$ cat config.mk
export PLATFORM = sky130hd
export DESIGN_NAME = regfile
export DESIGN_NICKNAME = d
export VERILOG_FILES = /design/src/hw/mips_pkg.sv /design/src/hw/regfile.sv
export SDC_FILE = /design/constraint.sdc
export NUM_CORES = 2
export LEC_CHECK = 0
export BUFFER_PORTS_ARGS = -buffer_cell sky130_fd_sc_hd__buf_2
export CAP_MARGIN = 20
export CORE_MARGIN = 2
export CORE_UTILIZATION = 64
export CTS_CLUSTER_DIAMETER = 80
export DETAILED_ROUTE_END_ITERATION = 12
export PLACE_DENSITY = 0.77
export SYNTH_ARGS = -nofsm -noshare
export SYNTH_HDL_FRONTEND = slang
export SYNTH_SLANG_ARGS = --single-unit
$ cat constraint.sdc
create_clock -name cpu_clk_50M -period 3.5 [get_ports cpu_clk_50M]
set_clock_uncertainty 0.05 [all_clocks]
set_input_delay 0.7 -clock cpu_clk_50M [delete_from_list [all_inputs] [get_ports cpu_clk_50M]]
set_output_delay 0.7 -clock cpu_clk_50M [all_outputs]
set_load 0.02 [all_outputs]
$ cat src/hw/mips_pkg.sv
package mips_pkg;

    localparam int WORD_W      = 32;
    localparam int REG_NUM     = 32;
    localparam int REG_ADDR_W  = 5;
    localparam int DEBUG_WEN_W = 4;
    localparam int IMM_W       = 16;
    localparam int SHAMT_W     = 5;

    typedef logic [WORD_W-1:0]     word_t;
    typedef logic [REG_ADDR_W-1:0] reg_addr_t;
    typedef logic [2*WORD_W-1:0]   dword_t;

    // ADDIU issues as ADDU and ORI as OR, immediate in src2
    typedef enum logic [4:0] {
        EXE_NOP,
        EXE_ADDU,
        EXE_SUBU,
        EXE_AND,
        EXE_OR,
        EXE_XOR,
        EXE_SLT,
        EXE_SLL,
        EXE_LUI,
        EXE_MULT,
        EXE_MULTU,
        EXE_MFHI,
        EXE_MFLO,
        EXE_MTHI,
        EXE_MTLO
    } exe_op_e;

    // primary opcode
    localparam logic [5:0] OP_SPECIAL = 6'b000000;
    localparam logic [5:0] OP_ADDIU   = 6'b001001;
    localparam logic [5:0] OP_ORI     = 6'b001101;
    localparam logic [5:0] OP_LUI     = 6'b001111;

    // funct field under SPECIAL
    localparam logic [5:0] FN_SLL   = 6'b000000;
    localparam logic [5:0] FN_MFHI  = 6'b010000;
    localparam logic [5:0] FN_MTHI  = 6'b010001;
    localparam logic [5:0] FN_MFLO  = 6'b010010;
    localparam logic [5:0] FN_MTLO  = 6'b010011;
    localparam logic [5:0] FN_MULT  = 6'b011000;
    localparam logic [5:0] FN_MULTU = 6'b011001;
    localparam logic [5:0] FN_ADDU  = 6'b100001;
    localparam logic [5:0] FN_SUBU  = 6'b100011;
    localparam logic [5:0] FN_AND   = 6'b100100;
    localparam logic [5:0] FN_OR    = 6'b100101;
    localparam logic [5:0] FN_XOR   = 6'b100110;
    localparam logic [5:0] FN_SLT   = 6'b101010;

endpackage

$ cat src/hw/regfile.sv
`timescale 1ns/100ps

module regfile (
    input  logic                cpu_clk_50M,
    input  logic                rst_i,
    input  logic                we_i,
    input  mips_pkg::reg_addr_t wa_i,
    input  mips_pkg::word_t     wd_i,
    input  mips_pkg::reg_addr_t ra1_i,
    input  mips_pkg::reg_addr_t ra2_i,
    output mips_pkg::word_t     rd1_o,
    output mips_pkg::word_t     rd2_o
);

    mips_pkg::word_t regs [mips_pkg::REG_NUM];

    // $0 reads zero, same-cycle write passes straight through
    function automatic mips_pkg::word_t read_port(input mips_pkg::reg_addr_t ra);
        if (ra == '0) begin
            return '0;
        end else if (we_i && (wa_i == ra)) begin
            return wd_i;
        end
        return regs[ra];
    endfunction

    always_ff @(posedge cpu_clk_50M) begin
        if (rst_i) begin
            for (int i = 0; i < mips_pkg::REG_NUM; i++) begin
                regs[i] <= '0;
            end
        end else if (we_i && (wa_i != '0)) begin
            regs[wa_i] <= wd_i;
        end
    end

    always_comb begin
        rd1_o = read_port(ra1_i);
        rd2_o = read_port(ra2_i);
    end

endmodule

**Yosys cells after proc, flatten, opt, wreduce, memory -nomap -nowiden**

Memory sizes are Yosys's and may differ from the RTL's.
Cells that the tools add are included.

- Logic and storage cells: 28
- Input port bits: 50
- Memories: 1
- Bits in read-only memories: 0
- RAM bits: 1024
- Output and inout bits: 64
- Register bits after elaboration: 0
- Latch bits: 0

Memories:

| memory | words | bits a word | rd ports | clocked after Yosys merged registers in | write ports | RTL line | RTL |
|---|---|---|---|---|---|---|---|
| regs | 32 | 32 | 2 | 0 | 32 | regfile.sv:15 | `mips_pkg::word_t regs [mips_pkg::REG_NUM];` |

- Shift operators: 0
- Multiplexer cells: 18
- $lt $le $gt $ge: 0
- Divide/modulo/power cells: 0
- Add/sub/neg operators: 0
- Multiply operators: 0
- Bitwise gates (word level): 0
- Reduce and logical (&&, ||, !) cells: 7
- Equality and inequality tests: 2

Operators with widths:

| cell | number |
|---|---|
| $mux W32 | 7 |
| $reduce_or A32 Y1 | 1 |
| $eq A5 B5 Y1 | 2 |
| $logic_not A5 Y1 | 2 |
| $mux W1 | 10 |
| $mux W5 | 1 |
| $reduce_bool A5 Y1 | 1 |
| $logic_and A1 B1 Y1 | 3 |

**Depth between registers and ports, before layout**

- Depth after elaboration: 7
- Gate-level depth with buffers: 9
- Mapped depth without buffers: 5

**Worst setup path before layout**

No wires, ideal clock.

- Kind: input -> output
- Start point: in ra2_i[0]
- End point: out rd2_o[29]
- Required time: 2.750 ns
- Stages on the path: 8
- Buffers on the path: 4
- Slack: 0.315 ns
- Arrival: 2.435 ns
- Cells stage by stage: buf_6 buf_2 buf_4 buf_4 mux2i_1 a221oi_1 a21oi_1 o311ai_1

- Longest elaborated chain between the ends: 5
- Elaborated cells between the ends (all ways): 8
- Those cells by class: eq/ne: 1; mux: 4; reduce/logical: 2; memory: 1

Ends and longest elaborated chain:

| what | RTL line | RTL |
|---|---|---|
| start, declared | regfile.sv:10 | `input mips_pkg::reg_addr_t ra2_i,` |
| branches (longest 4 deep; another with $mem_v2 Z32 W32) | -- |  |
| $mux W32 (*) | regfile.sv:24 | `return regs[ra];` |
| end, declared | regfile.sv:12 | `output mips_pkg::word_t rd2_o` |

Every way passes the cells marked *.

**Worst setup path after layout**

- Start point: in ra1_i[0]
- End point: out rd1_o[4]

- Longest elaborated chain between the ends: 5
- Elaborated cells between the ends (all ways): 8
- Those cells by class: eq/ne: 1; mux: 4; reduce/logical: 2; memory: 1

Ends and longest elaborated chain:

| what | RTL line | RTL |
|---|---|---|
| start, declared | regfile.sv:9 | `input mips_pkg::reg_addr_t ra1_i,` |
| branches (longest 4 deep; another with $mem_v2 Z32 W32) | -- |  |
| $mux W32 (*) | regfile.sv:24 |  |
| end, declared | regfile.sv:11 | `output mips_pkg::word_t rd1_o,` |

Marks and branches as above.

==> results_dict.tcl <==
set metrics [dict create \
    grtUsageTotal_pct 44.35 \
    switching_share_pct 25.78 \
    seq_area_frac_synth_pct 55.66 \
    dieWidth_um 297.8 \
    placed_cell_area_sq_um 59840 \
    power_frac_comb_pct 15.2 \
    io_buffers 113 \
    clk_pin_slew_ns 0.06 \
    die_h_um 297.8 \
    synthCells 3745 \
    tightest_slew_ns 0.7923 \
    yosysWarnings 0 \
    p_leak_nw 23.54 \
    nets 4076 \
    cts.sinks 1024 \
    die_area_sq_um 88690 \
    max_freq_mhz 270.0 \
    synthArstFlopShare_pct 0 \
    routed_wl_mm 197.0 \
    via_count 39420 \
    finalSetupTns_ns -1.087 \
    synth_flop_cell "edfxtp_1" \
    syn_area_sq_um 55250 \
    cts_made_buffers 106 \
    yosys-top-cells-area "edfxtp_1 (56%), mux4_2 (19%), and2_1 (11%)" \
    viasPerCell 7.486 \
    root_buffer "clkbuf_16" \
    synth_top_area_share_pct 55.66 \
    antenna_found_initial 8 \
    rsz0062_at_grt "true" \
    crit_path_max_fanout 5 \
    grt_max_degree 65 \
    fin_area_sq_um 65240 \
    coreArea_sq_um 85410 \
    hold_end "regs[7][18]" \
    postRouteAntennaNets 0 \
    power_density_nw_per_um2 477.1 \
    grt_pass1_wl_mm 277.4 \
    hold_buffers 0 \
    grt_overflow 0 \
    period_needed_ns 3.704 \
    place_hpwl_mm 118.8 \
    syn-mean-instance-area_sq_um 14.75 \
    ys_seq_elements 1024 \
    final-setup-viol-count 23 \
    violations "setup timing" \
    p_int_mw 23.10 \
    drive_gt1_share_pct 33.18 \
    hold_viol 0 \
    startpoint_type "primary input" \
    yosys.area.top_type "edfxtp_1" \
    tritoncts "built" \
    synthToLayoutAreaGrowth_pct 18.09 \
    dp_cells 5002 \
    seq_power_share_pct 46.8 \
    grt_pass1_vias 39760 \
    fin_ws_ns -0.2035 \
    hold_class "in -> reg" \
    pwr-share-clk_pct 38.0 \
    p_switching_mw 8.025 \
    fp-row-count 107 \
    end_kind "output pin" \
    ys_types 47 \
    max_flop_register "regs" \
    peakVddDrop_uv 437.4 \
    cts_buffer_depth 3 \
    reg.largest.list "regs (1024)" \
    gp_congestion 0.9441 \
    critPathLaunch "ra1_i[0]" \
    largest_reg_flops 1024 \
    hold_start "wd_i[18]" \
    period_share_pct 105.8 \
    drt_iter0_drc 6601 \
    critPathRequiredTime_ns 2.75 \
    slew_violations 0 \
    slew_headroom_pct 47.18 \
    ios 114 \
    drt_pre_antenna_iters 6 \
    initial_core_util_pct 64.68 \
    layoutNonFillerInstCount 5265 \
    holdPathStages 2 \
    max_cap_viol_count 0 \
    drc 0 \
    synth-edff-count 1024 \
    wl_per_cell_um 37.42 \
    cp_data_arrival_time_ns 2.95 \
    status "finished with violations" \
    path_class "in -> out" \
    ctsHtreeMaxLevel 3 \
]
## placed cells by master, fill, tap and decap left out, types with 25 or more instances in the layout
master / instances
edfxtp_1: 1024
and2_1: 992
mux4_2: 460
buf_4: 295
mux2i_1: 191
clkbuf_16: 109
buf_12: 97
nand2_1: 86
buf_2: 82
a221oi_1: 43
o211ai_1: 41
nand3_1: 40
nor2_1: 36
mux2_2: 35
buf_6: 35
a22oi_1: 33
or2_2: 33
conb_1: 32
a21oi_1: 31
clkinv_1: 25
## synthesized netlist by cell type, types with 5 or more instances
cell,n
edfxtp_1,1024
and2_1,994
mux4_2,460
clkbuf_1,303
mux2i_1,197
nand2_1,94
nor2_1,70
buf_2,63
a22oi_1,53
a221oi_1,48
nand3_1,47
o211ai_1,41
mux2_2,40
a21oi_1,39
or2_2,33
o21ai_0,32
o22ai_1,25
a221o_1,22
nand3b_1,19
inv_1,17
a31oi_1,16
buf_4,16
o221ai_1,14
a211o_1,12
buf_1,11
buf_6,10
nor3_1,7
xnor2_1,6
nand2b_1,5
## area by class of cell
cell class | instances | area (sq um)
Multi-Input combinational cell | 2331 | 23530
Clock buffer | 121 | 2730
Timing Repair Buffer | 545 | 5871
Tap cell | 1144 | 1431
Sequential cell | 1024 | 30750
Clock inverter | 75 | 834.6
Fill cell | 4995 | 20180
Antenna cell | 7 | 17.52
Inverter | 18 | 72.57
## repair_timing
action | 4_1_cts | 5_1_grt
gates cloned | 13 | 2
buffers inserted | 20 | 27
endpoints found under the hold margin | 0 | 0
endpoints found under the setup margin | 51 | 59
gates resized for setup | 107 | 127
pin swaps | 24 | 41
## per-layer routing
layer  GRT usage [%]  vias up  share of wire [%]
met2           65.83     4048                 45
met1           57.11    19580                 32
met4           27.55        8                7.2
met5               0        -              0.029
li1                -    14940                  -
met3           14.59      846                 16
## worst max path at each step
| stage | to | slack [ns] | cells after the start |
|---|---|---|---|
| global route | rd1_o[4] | -0.14 | 10 |
| CTS | rd1_o[19] | -0.06 | 11 |
| global placement | rd2_o[28] | -0.52 | 10 |
| floorplan | rd2_o[29] | 0.31 | 8 |
| detailed placement | rd2_o[28] | -0.52 | 10 |
| finish | rd1_o[4] | -0.20 | 8 |
## metrics by stage
stage	setup WS, ns	hold WS, ns	power, mW	utilization (%)
6_report	-0.2035	0.3557	31.13	76.38
5_1_grt	-0.1440	0.3593	31.65	76.36
4_1_cts	-0.06120	0.3272	30.70	75.44
3_5_place_dp	-0.5193	1.028	18.99	70.06
3_3_place_gp	-0.5246	1.032	18.83	70.06
2_1_floorplan	0.3147	0.8482	17.06	-
## worst max-delay path: stages
cell	delay, ns
buf_16	0.11
buf_12	0.15
buf_4	0.16
mux4_2	0.49
mux2_2	0.28
o211ai_1	0.54
nand3_2	0.29
buf_6	0.21
## cell families (layout without fill, tap and decap cells)
logic type	after synthesis	count (layout)	synth area share [%]
simple gates	1282	1282	13.72
compound gates	310	310	4.074
buf+inv	421	759	3.248
mux	697	697	23.14
xor+xnor	10	10	0.1585
flops	1024	1024	55.66
other cells	1	39	0.006788
## power by group through the flow
| stage | clock network [mW] | logic (mW) | registers, mW |
|---|---|---|---|
| floorplan | 0 | 2.45 | 14.6 |
| global placement | 0 | 4.14 | 14.7 |
| detailed placement | 0 | 4.21 | 14.8 |
| CTS | 11.7 | 4.43 | 14.5 |
| global route | 12.2 | 4.81 | 14.6 |
| finish | 11.8 | 4.74 | 14.6 |
(Power assumes the default switching activity.)
