[src/hw/mips_pkg.sv]
package mips_pkg;

    localparam int WORD_W      = 32;
    localparam int REG_NUM     = 32;
    localparam int REG_ADDR_W  = 5;
    localparam int DEBUG_WEN_W = 4;
    localparam int IMM_W       = 16;
    localparam int SHAMT_W     = 5;

    typedef logic [WORD_W-1:0]     word_t;
    typedef logic [REG_ADDR_W-1:0] reg_addr_t;
    typedef logic [2*WORD_W-1:0]   dword_t;

    // ADDIU issues as ADDU and ORI as OR, immediate in src2
    typedef enum logic [4:0] {
        EXE_NOP,
        EXE_ADDU,
        EXE_SUBU,
        EXE_AND,
        EXE_OR,
        EXE_XOR,
        EXE_SLT,
        EXE_SLL,
        EXE_LUI,
        EXE_MULT,
        EXE_MULTU,
        EXE_MFHI,
        EXE_MFLO,
        EXE_MTHI,
        EXE_MTLO
    } exe_op_e;

    // primary opcode
    localparam logic [5:0] OP_SPECIAL = 6'b000000;
    localparam logic [5:0] OP_ADDIU   = 6'b001001;
    localparam logic [5:0] OP_ORI     = 6'b001101;
    localparam logic [5:0] OP_LUI     = 6'b001111;

    // funct field under SPECIAL
    localparam logic [5:0] FN_SLL   = 6'b000000;
    localparam logic [5:0] FN_MFHI  = 6'b010000;
    localparam logic [5:0] FN_MTHI  = 6'b010001;
    localparam logic [5:0] FN_MFLO  = 6'b010010;
    localparam logic [5:0] FN_MTLO  = 6'b010011;
    localparam logic [5:0] FN_MULT  = 6'b011000;
    localparam logic [5:0] FN_MULTU = 6'b011001;
    localparam logic [5:0] FN_ADDU  = 6'b100001;
    localparam logic [5:0] FN_SUBU  = 6'b100011;
    localparam logic [5:0] FN_AND   = 6'b100100;
    localparam logic [5:0] FN_OR    = 6'b100101;
    localparam logic [5:0] FN_XOR   = 6'b100110;
    localparam logic [5:0] FN_SLT   = 6'b101010;

endpackage

[src/hw/unit_result_if.sv]
`timescale 1ns/100ps

interface unit_result_if;

    logic                valid;
    logic                wreg;
    mips_pkg::reg_addr_t wa;
    mips_pkg::word_t     wd;
    mips_pkg::word_t     pc;

    modport produce (output valid, wreg, wa, wd, pc);

    modport consume (input valid, wreg, wa, wd, pc);

    // forwarding tap into decode, pc not needed there
    modport snoop (input valid, wreg, wa, wd);

endinterface

[src/hw/wb_stage.sv]
`timescale 1ns/100ps

module wb_stage (
    input  logic                             cpu_clk_50M,
    input  logic                             rst_i,
    unit_result_if.consume                   alu_res,
    unit_result_if.consume                   hilo_res,
    output logic                             we_o,
    output mips_pkg::reg_addr_t              wa_o,
    output mips_pkg::word_t                  wd_o,
    output mips_pkg::word_t                  pc_o,
    output logic [mips_pkg::DEBUG_WEN_W-1:0] rf_wen_o
);

    logic any_valid;
    logic sel_wreg;

    // at most one unit is valid per cycle
    assign any_valid = alu_res.valid || hilo_res.valid;
    assign sel_wreg  = alu_res.valid ? alu_res.wreg : hilo_res.wreg;

    always_ff @(posedge cpu_clk_50M) begin
        if (rst_i) begin
            we_o <= 1'b0;
            wa_o <= '0;
            wd_o <= '0;
            pc_o <= '0;
        end else begin
            we_o <= any_valid && sel_wreg;
            // idle cycles keep the last instruction on the debug port
            if (any_valid) begin
                wa_o <= alu_res.valid ? alu_res.wa : hilo_res.wa;
                wd_o <= alu_res.valid ? alu_res.wd : hilo_res.wd;
                pc_o <= alu_res.valid ? alu_res.pc : hilo_res.pc;
            end
        end
    end

    assign rf_wen_o = {mips_pkg::DEBUG_WEN_W{we_o}};

endmodule

[src/flat_wrapper.sv]
// flat-port wrapper written by rule: the top's interface ports become plain ports
module wb_stage_flat 
  (cpu_clk_50M, rst_i, we_o, wa_o, wd_o, pc_o, rf_wen_o, alu_res_valid, alu_res_wreg, alu_res_wa, alu_res_wd, alu_res_pc, hilo_res_valid, hilo_res_wreg, hilo_res_wa, hilo_res_wd, hilo_res_pc);
  unit_result_if alu_res_i ();
  unit_result_if hilo_res_i ();
  input  logic cpu_clk_50M;
  input  logic rst_i;
  output logic we_o;
  output mips_pkg::reg_addr_t wa_o;
  output mips_pkg::word_t wd_o;
  output mips_pkg::word_t pc_o;
  output logic [mips_pkg::DEBUG_WEN_W-1:0] rf_wen_o;
  input wire logic [$bits(alu_res_i.valid)-1:0] alu_res_valid;
  input wire logic [$bits(alu_res_i.wreg)-1:0] alu_res_wreg;
  input wire logic [$bits(alu_res_i.wa)-1:0] alu_res_wa;
  input wire logic [$bits(alu_res_i.wd)-1:0] alu_res_wd;
  input wire logic [$bits(alu_res_i.pc)-1:0] alu_res_pc;
  input wire logic [$bits(hilo_res_i.valid)-1:0] hilo_res_valid;
  input wire logic [$bits(hilo_res_i.wreg)-1:0] hilo_res_wreg;
  input wire logic [$bits(hilo_res_i.wa)-1:0] hilo_res_wa;
  input wire logic [$bits(hilo_res_i.wd)-1:0] hilo_res_wd;
  input wire logic [$bits(hilo_res_i.pc)-1:0] hilo_res_pc;
  assign alu_res_i.valid = alu_res_valid;
  assign alu_res_i.wreg = alu_res_wreg;
  assign alu_res_i.wa = alu_res_wa;
  assign alu_res_i.wd = alu_res_wd;
  assign alu_res_i.pc = alu_res_pc;
  assign hilo_res_i.valid = hilo_res_valid;
  assign hilo_res_i.wreg = hilo_res_wreg;
  assign hilo_res_i.wa = hilo_res_wa;
  assign hilo_res_i.wd = hilo_res_wd;
  assign hilo_res_i.pc = hilo_res_pc;
  wb_stage u_core (.cpu_clk_50M(cpu_clk_50M), .rst_i(rst_i), .alu_res(alu_res_i), .hilo_res(hilo_res_i), .we_o(we_o), .wa_o(wa_o), .wd_o(wd_o), .pc_o(pc_o), .rf_wen_o(rf_wen_o));
endmodule
[config.mk]
export PLATFORM = sky130hd
export DESIGN_NAME = wb_stage_flat
export DESIGN_NICKNAME = d
export VERILOG_FILES = /design/src/hw/mips_pkg.sv /design/src/hw/unit_result_if.sv /design/src/hw/wb_stage.sv /design/src/flat_wrapper.sv
export SDC_FILE = /design/constraint.sdc
export NUM_CORES = 1
export LEC_CHECK = 0
export BUFFER_PORTS_ARGS = -buffer_cell sky130_fd_sc_hd__buf_2
export CORE_ASPECT_RATIO = 1.25
export CORE_UTILIZATION = 47
export CTS_BUF_LIST = sky130_fd_sc_hd__clkbuf_4 sky130_fd_sc_hd__clkbuf_8
export CTS_CLUSTER_SIZE = 25
export DETAILED_ROUTE_END_ITERATION = 10
export GPL_TIMING_DRIVEN = 0
export PLACE_DENSITY = 0.88
export SYNTH_ARGS = -nofsm -noshare
export SYNTH_HDL_FRONTEND = slang
export SYNTH_SLANG_ARGS = --single-unit
[constraint.sdc]
create_clock -name cpu_clk_50M -period 1.8 [get_ports cpu_clk_50M]
set_input_delay 0.27 -clock cpu_clk_50M [delete_from_list [all_inputs] [get_ports cpu_clk_50M]]
set_output_delay 0.27 -clock cpu_clk_50M [all_outputs]
set_load 0.01 [all_outputs]
# --- After elaboration in Yosys (flattened, before gate mapping) ---
# Index checks and enable logic that the tools add are counted.
totals:
  regBits: 70
  latchBits: 0
  ramBits: 0
  rom_bits: 0
  in_bits: 144
  out_inout_bits: 74
  word_cells: 10
  memories: 0
op_classes:
  addsub: 0
  mul: 0
  div: 0
  n_lt_le_gt_ge: 0
  n_eq_ne: 0
  n_shift: 0
  n_mux: 4
  bitwise: 0
  reduce_logical: 2
op_table:
  columns: ["operator", "count"]
  rows:
  - ["two-way mux 32 bit", 2]
  - ["two-way mux 5 bit", 1]
  - ["logical AND 1 bit", 1]
  - ["logical OR 1 bit", 1]
  - ["two-way mux 1 bit", 1]

# --- Depth between registers and ports, before layout ---
depth:
  word_depth: 2
  depth_mapped: 5
  mapped_depth_nobuf: 2

# --- Least setup slack after synthesis ---
# Ideal clock, no wire load.
synth_path:
  path_type: "input to register"
  from: "in alu_res_valid"
  to: "reg u_core.pc_o[15]"
  setup_ns: 0.133
  arrival_ns: 0.893
  required_time_ns: 1.667
  path_slack_ns: 0.774
  path_stages: 5
  n_path_buf: 3
  path_cell_list: "buf_4 inv_2 buf_2 buf_6 a211oi_2"
synth_via:
  elab_chain_cells: 1
synth_rtl:
  columns: ["item", "line", "source"]
  rows:
  - ["start, declared", "flat_wrapper.sv:13", "input wire logic [$bits(alu_res_i.valid)-1:0] alu_res_valid;"]
  - ["two-way mux 32 bit / logical OR 1 bit (equally long branches)", "wb_stage.sv:34, wb_stage.sv:19", null]
  - ["end signal, assigned", "wb_stage.sv:34", "pc_o <= alu_res.valid ? alu_res.pc : hilo_res.pc;"]
  - ["end, declared", "wb_stage.sv:11", "output mips_pkg::word_t pc_o,"]
# Parallel ways exist; a longest one is shown, timed or not.
# A chain may end at the register's enable or synchronous reset.

# --- Worst setup path in the final report ---
layout_path:
  from: "reg u_core.we_o"
  to: "out rf_wen_o[3] (netlist name)"
layout_lines:
  columns: ["item", "line", "source"]
  rows:
  - ["start, declared", "wb_stage.sv:8", "output logic we_o,"]
  - ["start signal, assigned", "wb_stage.sv:29", "we_o <= any_valid && sel_wreg;"]
  - ["end, declared", "flat_wrapper.sv:12", "output logic [mips_pkg::DEBUG_WEN_W-1:0] rf_wen_o;"]
# No word-level cell between the ends.

==> impl_metrics.ini <==
[status]
status = finished, final reports clean

[yosys]
synth_cells = 316
synth_nets = 460
ys_types = 15
ys_ff_latch = 70
syn_area_mm2 = 0.003354
yosysTopAreaCell = dfxtp_1
synth-async-reset-ratio = 0
yosys-top-cells-count = 70 x dfxtp_1, 69 x mux2i_1, 69 x nor2b_1
netlist.area_leader.share = 0.4178
synth.avg_cell_area_um2 = 10.62
ys_top_cells_by_area = dfxtp_1 42%, mux2i_1 21%, a211oi_1 13%
yosysMostFrequentCell = dfxtp_1
seq_area_frac_synth = 0.4178
ys_warn_count = 0
synth_edf_count = 0
synth_ff_type = dfxtp_1

[power]
swShare = 0.2618
p_comb_frac = 0.198
net-switching-power_uw = 1015
p_int_uw = 2863
leakage_uw = 0.002364
clkPwrFrac = 0.357
sequentialPowerShare = 0.446
ir_worst_vdd_uv = 561.5
powerDensity_mw_per_mm2 = 816.5

[clocking]
ctsLongestPathBuffers = 2
cts_tree = yes
cts_hold_buf = 0
ctsHtreeMaxLevel = 3
cts_root_buffer = clkbuf_8
cts_resized = 0
cts_setup_buffers = 0
cts_buffers = 9
cts_sinks = 70
clk_latency_ns = 0.34
cts.clk_slew.worst_paths_ns = 0.07

[grt]
grt_max_degree = 12
grt_use_total = 0.2520
antenna_found_initial = 0
grt_pass1_wl_um = 14660
grt_overflow = 0
grt_pass1_vias = 3177

[critical_path]
cp_data_arrival_time_ns = 0.97
worstPathRequired_ns = 1.53
cp-end-kind = output port
cp-start-kind = flip-flop
cp_slowest_cell = dfxtp_1
crit_path_cell_trace = buf_4 > buf_2
worstSetupPathType = flip-flop to output port
max_stage_delay_ns = 0.39
crit_fanout = 5

[die]
io_pins = 218
fp.dieH_um = 96.46
start_util = 0.4838
coreArea_mm2 = 0.006934
dieArea_mm2 = 0.007481
rows = 34
floorplan.die.width_um = 77.56

[place]
placed_cell_area_mm2 = 0.004538
post-dp-hpwl_um = 7264
gp_congestion = 0.7867
port_buffers = 214
post-place-ws_ns = 0.5193
placed_cells = 620

[final_layout]
fin_area_mm2 = 0.004750
nets = 685
antenna_cells = 0
fin_cells = 635
fill_cells = 530
drive_gt1_frac = 0.4697
syn2layout_area_growth_pct = 41.59

[sta]
setup-tns-final_ns = 0
setup_viol = 0
fin_ws_ns = 0.5572
rsz0062_at_grt = no
hold_violations = 0
max_freq_ghz = 0.8046
skew_ns = 0
slew_headroom = 0.6535
period_share = 0.6905
drv_slew = 0
tightest_slew_ns = 0.5198
period_minus_slack_ns = 1.243

[routing]
totalWireLength_um = 9599
drt-initial-drc-count = 86
wl_per_cell_um = 15.12
first_pass_iters = 4
viasPerCell = 5.083
route.detailed.drc = 0
vias = 3228
drt.antenna.violating_nets = 0

[run]
cap_violations = 0

[hold_path]
hp-class = primary input to flip-flop
[cells by family (layout without fill, tap and decap cells)]
group | after synthesis | after routing | synth area share
simple gates | 71 | 71 | 0.1320
compound gates | 70 | 70 | 0.1708
flops | 70 | 70 | 0.4178
mux | 69 | 69 | 0.2059
buf+inv | 36 | 265 | 0.07348
[cells in the final DEF (no fill, tap or decap), drive strengths merged]
cell type    n
buf        231
dfxtp       70
mux2i       69
nor2b       69
a211oi      69
clkbuf      29
bufinv       2
inv          1
nand2        1
nand3b       1
a21oi        1
clkinvlp     1
clkinv       1
[power groups by stage]
stage                     sequential (uW)  clock (uW)  combinational [uW]
after floorplan                      1810           0                 361
after global placement               1760           0                 748
after detailed placement             1760           0                 767
after CTS                            1730        1400                 771
after global routing                 1740        1480                 835
final                                1730        1380                 766
[registers in the layout (all words and copies together), names as in the netlist]
name and count:
u_core.pc_o 32, u_core.wa_o 5, u_core.wd_o 32, u_core.we_o 1
[worst paths after layout]
| path | from | to | slack, ns | cells past startpoint |
|---|---|---|---|---|
| worst max-delay path | u_core.we_o | rf_wen_o[3] | 0.56 | 2 |
| worst min-delay path | alu_res_wreg | u_core.we_o | 0.18 | 3 |
| worst max register to register | u_core.wd_o[18] | u_core.wd_o[18] | 0.97 | 2 |
| worst min register to register | u_core.wd_o[6] | u_core.wd_o[6] | 0.56 | 2 |
[routing by layer]
metal | track usage | part of all wire | vias up
li1 | - | - | 1581
met4 | 0.08176 | 0.014 | 0
met3 | 0.06385 | 0.068 | 14
met2 | 0.4720 | 0.52 | 146
met5 | 0 | 0 | -
met1 | 0.2784 | 0.40 | 1487
[worst max-delay path, delay by kind of cell (launching register included)]
family                 cells  cell delay (ns)
flip-flops                 1             0.39
buffers and inverters      2             0.24
[layout make-up]
class,count,area (um^2),share of cell area
well taps,90,112.6,0.02371
repair buffers,214,1071,0.2255
clock inverters,4,72.57,0.01528
flip-flops and latches,70,1401,0.2950
inverters,1,3.754,0.0007903
multi-input cells,210,1707,0.3593
clock buffers,11,138.9,0.02924
plain buffers,35,242.7,0.05111
[metrics by stage]
| stage | hold slack, ns | power (uW) | util |
|---|---|---|---|
| after global placement | 0.5335 | 2504 | 0.6545 |
| after CTS | 0.1633 | 3901 | 0.6850 |
| after global routing | 0.2074 | 4057 | 0.6850 |
| final | 0.1801 | 3878 | 0.6850 |
| after detailed placement | 0.5308 | 2526 | 0.6545 |
| after floorplan | 0.4147 | 2176 | - |
No activity file was read; power rests on OpenSTA's default activity.
