--- config.mk ---
export PLATFORM = sky130hd
export DESIGN_NAME = hilo_unit_flat
export DESIGN_NICKNAME = d
export VERILOG_FILES = /design/src/hw/mips_pkg.sv /design/src/hw/exe_op_if.sv /design/src/hw/unit_result_if.sv /design/src/hw/hilo_unit.sv /design/src/flat_wrapper.sv
export SDC_FILE = /design/constraint.sdc
export NUM_CORES = 2
export LEC_CHECK = 0
export ABC_AREA = 1
export BUFFER_PORTS_ARGS = -buffer_cell sky130_fd_sc_hd__buf_2
export CAP_MARGIN = 40
export CORE_ASPECT_RATIO = 0.7
export CORE_UTILIZATION = 55
export CTS_CLUSTER_DIAMETER = 50
export DETAILED_ROUTE_END_ITERATION = 10
export GPL_TIMING_DRIVEN = 1
export HOLD_SLACK_MARGIN = 0.03
export PLACE_DENSITY = 0.84
export SYNTH_ARGS = -nofsm -noshare
export SYNTH_HDL_FRONTEND = slang
export SYNTH_SLANG_ARGS = --single-unit
--- constraint.sdc ---
create_clock -name cpu_clk_50M -period 18.2 [get_ports cpu_clk_50M]
set_input_delay 5.46 -clock cpu_clk_50M [delete_from_list [all_inputs] [get_ports cpu_clk_50M]]
set_output_delay 5.46 -clock cpu_clk_50M [all_outputs]
set_load 0.02 [all_outputs]
--- src/hw/mips_pkg.sv ---
package mips_pkg;

    localparam int WORD_W      = 32;
    localparam int REG_NUM     = 32;
    localparam int REG_ADDR_W  = 5;
    localparam int DEBUG_WEN_W = 4;
    localparam int IMM_W       = 16;
    localparam int SHAMT_W     = 5;

    typedef logic [WORD_W-1:0]     word_t;
    typedef logic [REG_ADDR_W-1:0] reg_addr_t;
    typedef logic [2*WORD_W-1:0]   dword_t;

    // ADDIU issues as ADDU and ORI as OR, immediate in src2
    typedef enum logic [4:0] {
        EXE_NOP,
        EXE_ADDU,
        EXE_SUBU,
        EXE_AND,
        EXE_OR,
        EXE_XOR,
        EXE_SLT,
        EXE_SLL,
        EXE_LUI,
        EXE_MULT,
        EXE_MULTU,
        EXE_MFHI,
        EXE_MFLO,
        EXE_MTHI,
        EXE_MTLO
    } exe_op_e;

    // primary opcode
    localparam logic [5:0] OP_SPECIAL = 6'b000000;
    localparam logic [5:0] OP_ADDIU   = 6'b001001;
    localparam logic [5:0] OP_ORI     = 6'b001101;
    localparam logic [5:0] OP_LUI     = 6'b001111;

    // funct field under SPECIAL
    localparam logic [5:0] FN_SLL   = 6'b000000;
    localparam logic [5:0] FN_MFHI  = 6'b010000;
    localparam logic [5:0] FN_MTHI  = 6'b010001;
    localparam logic [5:0] FN_MFLO  = 6'b010010;
    localparam logic [5:0] FN_MTLO  = 6'b010011;
    localparam logic [5:0] FN_MULT  = 6'b011000;
    localparam logic [5:0] FN_MULTU = 6'b011001;
    localparam logic [5:0] FN_ADDU  = 6'b100001;
    localparam logic [5:0] FN_SUBU  = 6'b100011;
    localparam logic [5:0] FN_AND   = 6'b100100;
    localparam logic [5:0] FN_OR    = 6'b100101;
    localparam logic [5:0] FN_XOR   = 6'b100110;
    localparam logic [5:0] FN_SLT   = 6'b101010;

endpackage

--- src/hw/exe_op_if.sv ---
`timescale 1ns/100ps

// decoded op with final operand values, shared by both execute units
interface exe_op_if;

    logic                valid;
    mips_pkg::exe_op_e   op;
    mips_pkg::word_t     src1;
    mips_pkg::word_t     src2;
    mips_pkg::reg_addr_t wa;
    logic                wreg;
    mips_pkg::word_t     pc;

    // decode side
    modport issue (output valid, op, src1, src2, wa, wreg, pc);

    // each unit picks out its own op class
    modport exec (input valid, op, src1, src2, wa, wreg, pc);

endinterface

--- src/hw/unit_result_if.sv ---
`timescale 1ns/100ps

interface unit_result_if;

    logic                valid;
    logic                wreg;
    mips_pkg::reg_addr_t wa;
    mips_pkg::word_t     wd;
    mips_pkg::word_t     pc;

    modport produce (output valid, wreg, wa, wd, pc);

    modport consume (input valid, wreg, wa, wd, pc);

    // forwarding tap into decode, pc not needed there
    modport snoop (input valid, wreg, wa, wd);

endinterface

--- src/hw/hilo_unit.sv ---
`timescale 1ns/100ps

module hilo_unit (
    input  logic           cpu_clk_50M,
    input  logic           rst_i,
    exe_op_if.exec         op_i,
    unit_result_if.produce res_o
);

    mips_pkg::word_t  hi_q;
    mips_pkg::word_t  lo_q;
    logic             own_op;
    logic             sign_ext;
    mips_pkg::dword_t prod;

    assign own_op = op_i.op inside {mips_pkg::EXE_MULT, mips_pkg::EXE_MULTU,
                                    mips_pkg::EXE_MFHI, mips_pkg::EXE_MFLO,
                                    mips_pkg::EXE_MTHI, mips_pkg::EXE_MTLO};

    // one 64-bit multiplier, operands extended by sign for MULT
    assign sign_ext = (op_i.op == mips_pkg::EXE_MULT);
    assign prod = {{mips_pkg::WORD_W{sign_ext & op_i.src1[mips_pkg::WORD_W-1]}}, op_i.src1} *
                  {{mips_pkg::WORD_W{sign_ext & op_i.src2[mips_pkg::WORD_W-1]}}, op_i.src2};

    always_ff @(posedge cpu_clk_50M) begin
        if (rst_i) begin
            hi_q <= '0;
            lo_q <= '0;
        end else if (op_i.valid) begin
            case (op_i.op)
                mips_pkg::EXE_MULT, mips_pkg::EXE_MULTU: begin
                    hi_q <= prod[2*mips_pkg::WORD_W-1:mips_pkg::WORD_W];
                    lo_q <= prod[mips_pkg::WORD_W-1:0];
                end
                mips_pkg::EXE_MTHI: hi_q <= op_i.src1;
                mips_pkg::EXE_MTLO: lo_q <= op_i.src1;
                default: ;
            endcase
        end
    end

    always_ff @(posedge cpu_clk_50M) begin
        if (rst_i) begin
            res_o.valid <= 1'b0;
        end else begin
            res_o.valid <= op_i.valid && own_op;
        end
    end

    // only MFHI and MFLO carry wreg, wd is don't-care otherwise
    always_ff @(posedge cpu_clk_50M) begin
        res_o.wreg <= op_i.wreg;
        res_o.wa   <= op_i.wa;
        res_o.wd   <= (op_i.op == mips_pkg::EXE_MFHI) ? hi_q : lo_q;
        res_o.pc   <= op_i.pc;
    end

endmodule

--- src/flat_wrapper.sv ---
// flat-port wrapper written by rule: the top's interface ports become plain ports
module hilo_unit_flat 
  (cpu_clk_50M, rst_i, op_i_valid, op_i_op, op_i_src1, op_i_src2, op_i_wa, op_i_wreg, op_i_pc, res_o_valid, res_o_wreg, res_o_wa, res_o_wd, res_o_pc);
  exe_op_if op_i_i ();
  unit_result_if res_o_i ();
  input  logic cpu_clk_50M;
  input  logic rst_i;
  input wire logic [$bits(op_i_i.valid)-1:0] op_i_valid;
  input wire logic [$bits(op_i_i.op)-1:0] op_i_op;
  input wire logic [$bits(op_i_i.src1)-1:0] op_i_src1;
  input wire logic [$bits(op_i_i.src2)-1:0] op_i_src2;
  input wire logic [$bits(op_i_i.wa)-1:0] op_i_wa;
  input wire logic [$bits(op_i_i.wreg)-1:0] op_i_wreg;
  input wire logic [$bits(op_i_i.pc)-1:0] op_i_pc;
  output wire logic [$bits(res_o_i.valid)-1:0] res_o_valid;
  output wire logic [$bits(res_o_i.wreg)-1:0] res_o_wreg;
  output wire logic [$bits(res_o_i.wa)-1:0] res_o_wa;
  output wire logic [$bits(res_o_i.wd)-1:0] res_o_wd;
  output wire logic [$bits(res_o_i.pc)-1:0] res_o_pc;
  assign op_i_i.valid = op_i_valid;
  assign op_i_i.op = op_i_op;
  assign op_i_i.src1 = op_i_src1;
  assign op_i_i.src2 = op_i_src2;
  assign op_i_i.wa = op_i_wa;
  assign op_i_i.wreg = op_i_wreg;
  assign op_i_i.pc = op_i_pc;
  assign res_o_valid = res_o_i.valid;
  assign res_o_wreg = res_o_i.wreg;
  assign res_o_wa = res_o_i.wa;
  assign res_o_wd = res_o_i.wd;
  assign res_o_pc = res_o_i.pc;
  hilo_unit u_core (.cpu_clk_50M(cpu_clk_50M), .rst_i(rst_i), .op_i(op_i_i), .res_o(res_o_i));
endmodule
# [After elaboration in Yosys (flattened, before gate mapping)]
# Cells that the tools add are included.
# Widths: inputs -> output; s select.
[classes] multipliers=1 bitwise_logic=2 n_reduce_logical=7 n_mux=3 n_eq_ne=6
[op_table] op="$pmux 32 s2" count=2
[op_table] op="$mul 33x33->64" count=1
[op_table] op="$mux 32" count=1
[op_table] op="$eq 5x4->1 const B" count=6
[op_table] op="$reduce_bool 6->1" count=1
[op_table] op="$reduce_and 2->1" count=2
[op_table] op="$reduce_bool 2->1" count=2
[op_table] op="$and 1x1->1" count=2
[op_table] op="$reduce_or 2->1" count=1
[op_table] op="$logic_and 1x1->1" count=1
[word_totals] register_bits=135 out_inout_bits=71 inputBits=110 wordCells=26

# [Logic depth before layout (Yosys ltp)]
[depth] depth_word=4 depth_mapped=37 depth_no_buf=36

# [Least setup slack after synthesis]
# OpenSTA, ideal clock, no wires.
[synth_path] path_kind="input port to flip-flop" from="in op_i_op[4]" to="reg u_core.hi_q[19]" slack_ns=5.679 arrival_ns=12.389 stages=30 t_required_ns=18.068 path_cell_list="inv_2 > nand3_2 > nor2_1 > inv_1 > clkbuf_1 > nor2_1 > fa_1 > inv_1 > fa_1 > inv_1 > fa_1 > fa_1 > inv_1 > fa_1 > inv_1 > fa_1 > inv_1 > fa_1 > fa_1 > inv_1 > ha_1 > nand2_1 > nor2_1 > inv_1 > nor4_2 > o21ai_0 > nand4_1 > nand3_1 > nand2_1 > a21oi_2"
[synth_via] elab_chain_len=4 word_cells_on_any_way=10 cone_classes="mul (1); eq/ne (3); mux (1); bitwise (2); reduce/logical (3)"
[synth_lines] item="start, declared" line="flat_wrapper.sv:9" rtl="input wire logic [$bits(op_i_i.op)-1:0] op_i_op;"
[synth_lines] item="$eq 5x4->1 (on tied branches)" line="hilo_unit.sv:21, hilo_unit.sv:30"
[synth_lines] item="$and 1x1->1, or another cell as far along" line="hilo_unit.sv:22" rtl="assign prod = {{mips_pkg::WORD_W{sign_ext & op_i.src1[mips_pkg::WORD_W-1]}}, op_i.src1} *"
[synth_lines] item="$mul 33x33->64 or $reduce_bool 2->1 (tied branches)"
[synth_lines] item="$pmux 32 s2 or $reduce_and 2->1 (tied branches)"
[synth_lines] item="end signal, assigned" line="hilo_unit.sv:32" rtl="hi_q <= prod[2*mips_pkg::WORD_W-1:mips_pkg::WORD_W];"
[synth_lines] item="end signal, assigned" line="hilo_unit.sv:35" rtl="mips_pkg::EXE_MTHI: hi_q <= op_i.src1;"
[synth_lines] item="end, declared" line="hilo_unit.sv:10" rtl="mips_pkg::word_t hi_q;"
# Parallel ways exist; a longest one is shown, timed or not.
# A chain may end at the register's enable or synchronous reset.

# [Final worst setup path]
[layout_path] from="in op_i_op[1]" to="reg u_core.hi_q[21]"
# The elaborated chain is that of the path after synthesis.

==> reports/metrics.cfg <==
[setup_path]
cp_data_required_time_ns = 18.56
worstPathArrival_ns = 14.30
cpPeakStageDelay_ns = 0.96
path_delay_family = adder cells
r2r_cells = 2
rrSetupSlack_ns = 17.42
path_class = in2reg
crit_path_start_kind = input pin
crit_cells = 30
startpoint = op_i_op[1]
rr_endpoint = u_core.res_o.wd[28]
worstReg2RegStart = u_core.hi_q[28]
path_max_fanout = 29
cpMaxStageDelayCell = fa_1
critPathMostFrequentCell = fa_1
cp-end-kind = register
worst-path-buf-inv = 9

[drt]
via_count = 36900
ant_nets = 0
wl_per_cell_um = 20.5
drt_iter0_markers = 3991
drtPass1Iterations = 6
routed_wl_um = 138000
drc = 0
vias_per_cell = 5.50

[finish]
drive_gt1_share_pct = 6.13
num-fill-cells = 6751
finalNetCount = 7091
area_growth_pct = 5.17
fin_area_sq_mm = 0.0469
fin_cells = 6716

[synthesis]
yosysWarnings = 0
synth_cell_types = 37
syn_inst = 5655
yosysSeqAreaShare_pct = 6.06
synthArstFlopShare_pct = 0
ys_seq_elements = 135
synth_commonest_cells = 1,621 x inv_1, 1,562 x nand2_1, 1,125 x fa_1
synth_edf_count = 0
syn_area_sq_mm = 0.0446
yosys.area.top_type = fa_1
synth.avg_cell_area_sq_um = 7.89
synth_flop_cell = dfxtp_1
synth_fp_nets = 7102
synthTopCellsByArea = fa_1 50%, inv_1 14%, nand2_1 13%
post-synth-top-area-fraction_pct = 50.5
yosysMostFrequentCell = inv_1

[sta]
layout_min_cycle_time_ns = 13.94
worst_pin_slew_ns = 1.01
setup_violations = 0
max_slew_margin_pct = 32.6
fin_setup_tns_ns = 0
fin_worst_skew_ns = 0.00847
fmax_mhz = 71.7
drv_slew = 0
rsz0062_at_grt = false
post-route-period-util_pct = 76.6
hold_viol = 0

[die]
core_area_sq_mm = 0.0795
die_width_um = 342
dieArea_sq_mm = 0.0823
row_count = 86
die_y_um = 240
start_util_pct = 56.1
ioPinCount = 181

[outcome]
status = finished, final reports clean

[clock_tree]
cts_max_level = 4
worst_skew_pair.late_latency_ns = 0.44
cts_sinks = 135
root_buffer = clkbuf_16
cts_resized = 0
clockBufferDepth = 2
cts_tree = done
post-cts-setup-buffers = 0
hold_buffers = 0
cts_buffers = 17
clk_pin_slew_worst_paths_ns = 0.06

[global_route]
grt_use_total_pct = 34.8
grt_pass1_vias = 39200
grt_start_max_net_pins = 65
grt-ovfl-total = 0
grt_pass1_wl_um = 218000
antenna_found_initial = 3

[placed_design]
place_inst = 6681
hpwl_um = 110000
routabilityCongestion = 1.05
io_buffers = 180
placed_area_sq_mm = 0.0463

[worst_hold_path]
min_from = u_core.lo_q[0]
hold_path_depth = 2
holdPathEnd = u_core.res_o.wd[0]
hold_class = reg2reg

[job]
maxCapViolCount = 0

[per-stage QoR]
step           util (%)  hold WS [ns]  setup WS, ns
6_report           59.0         0.450          4.26
5_1_grt            59.0         0.455          3.77
3_3_place_gp       58.1         0.428          4.14
2_1_floorplan         -         0.414          5.68
3_5_place_dp       58.2         0.429          3.97
4_1_cts            59.0         0.445          4.39
[worst reg2reg max path, stage by stage, from the launching register on]
cell	delay [ns]
dfxtp_1	0.39
nand2_1	0.09
nand2_1	0.21
[sequential cells by signal (all words and copies together), names as in the netlist]
register	flops
u_core.hi_q	32
u_core.lo_q	32
u_core.res_o.pc	32
u_core.res_o.valid	1
u_core.res_o.wa	5
u_core.res_o.wd	32
u_core.res_o.wreg	1
[how the worst max path moves through the flow]
stage	to	slack [ns]
final	u_core.hi_q[21]	4.26
after detailed placement	u_core.hi_q[19]	3.97
after global placement	u_core.hi_q[21]	4.14
after floorplan	u_core.hi_q[19]	5.68
after CTS	u_core.hi_q[21]	4.39
after global routing	u_core.hi_q[19]	3.77
[cells in the final DEF, fill, tap and decap left out, types with 3 or more instances in the layout]
cell	n
o21ai_0	77
nand2_2	20
diode_2	3
fa_1	1125
dfxtp_1	135
nor2_2	21
o21bai_1	10
o21ai_1	16
inv_1	1621
xor2_1	21
inv_6	6
inv_2	7
nand3_2	13
buf_2	180
nand3b_1	5
nor3_2	4
xnor2_1	5
clkbuf_16	17
a21oi_1	165
nor2_1	220
nor3_1	3
nand3_1	92
nand2_1	1561
nand4_1	22
ha_1	212
a21oi_2	7
buf_4	51
a31oi_1	10
nor4_1	3
[layout make-up]
cell class / instances / area, sq um / area share, %
clock inverters: 14 / 159 / 0.339
diodes: 3 / 7.51 / 0.0160
inverters: 1630 / 6120 / 13.0
clock buffers: 18 / 439 / 0.936
well taps: 1056 / 1320 / 2.82
multi-input cells: 3624 / 34800 / 74.1
flip-flops and latches: 135 / 2700 / 5.76
repair buffers: 236 / 1390 / 2.96
[per-layer routing]
layer	track usage, %	vias up	part of all wire (%)
met4	11.7	2	3.5
li1	-	15800	-
met3	8.22	394	13
met1	48.2	18200	39
met2	54.1	2494	45
met5	0	-	0.0080
[cells by family after synthesis]
group           share of synthesized area (%)
simple gates                             17.5
buf+inv                                  16.0
fa+ha+maj                                56.4
compound gates                           3.45
flops                                    6.06
xor+xnor                                0.510
Power is left out: the tool's default activity adds up to more than one toggle a clock period on the data nets, which glitch-free logic cannot reach.
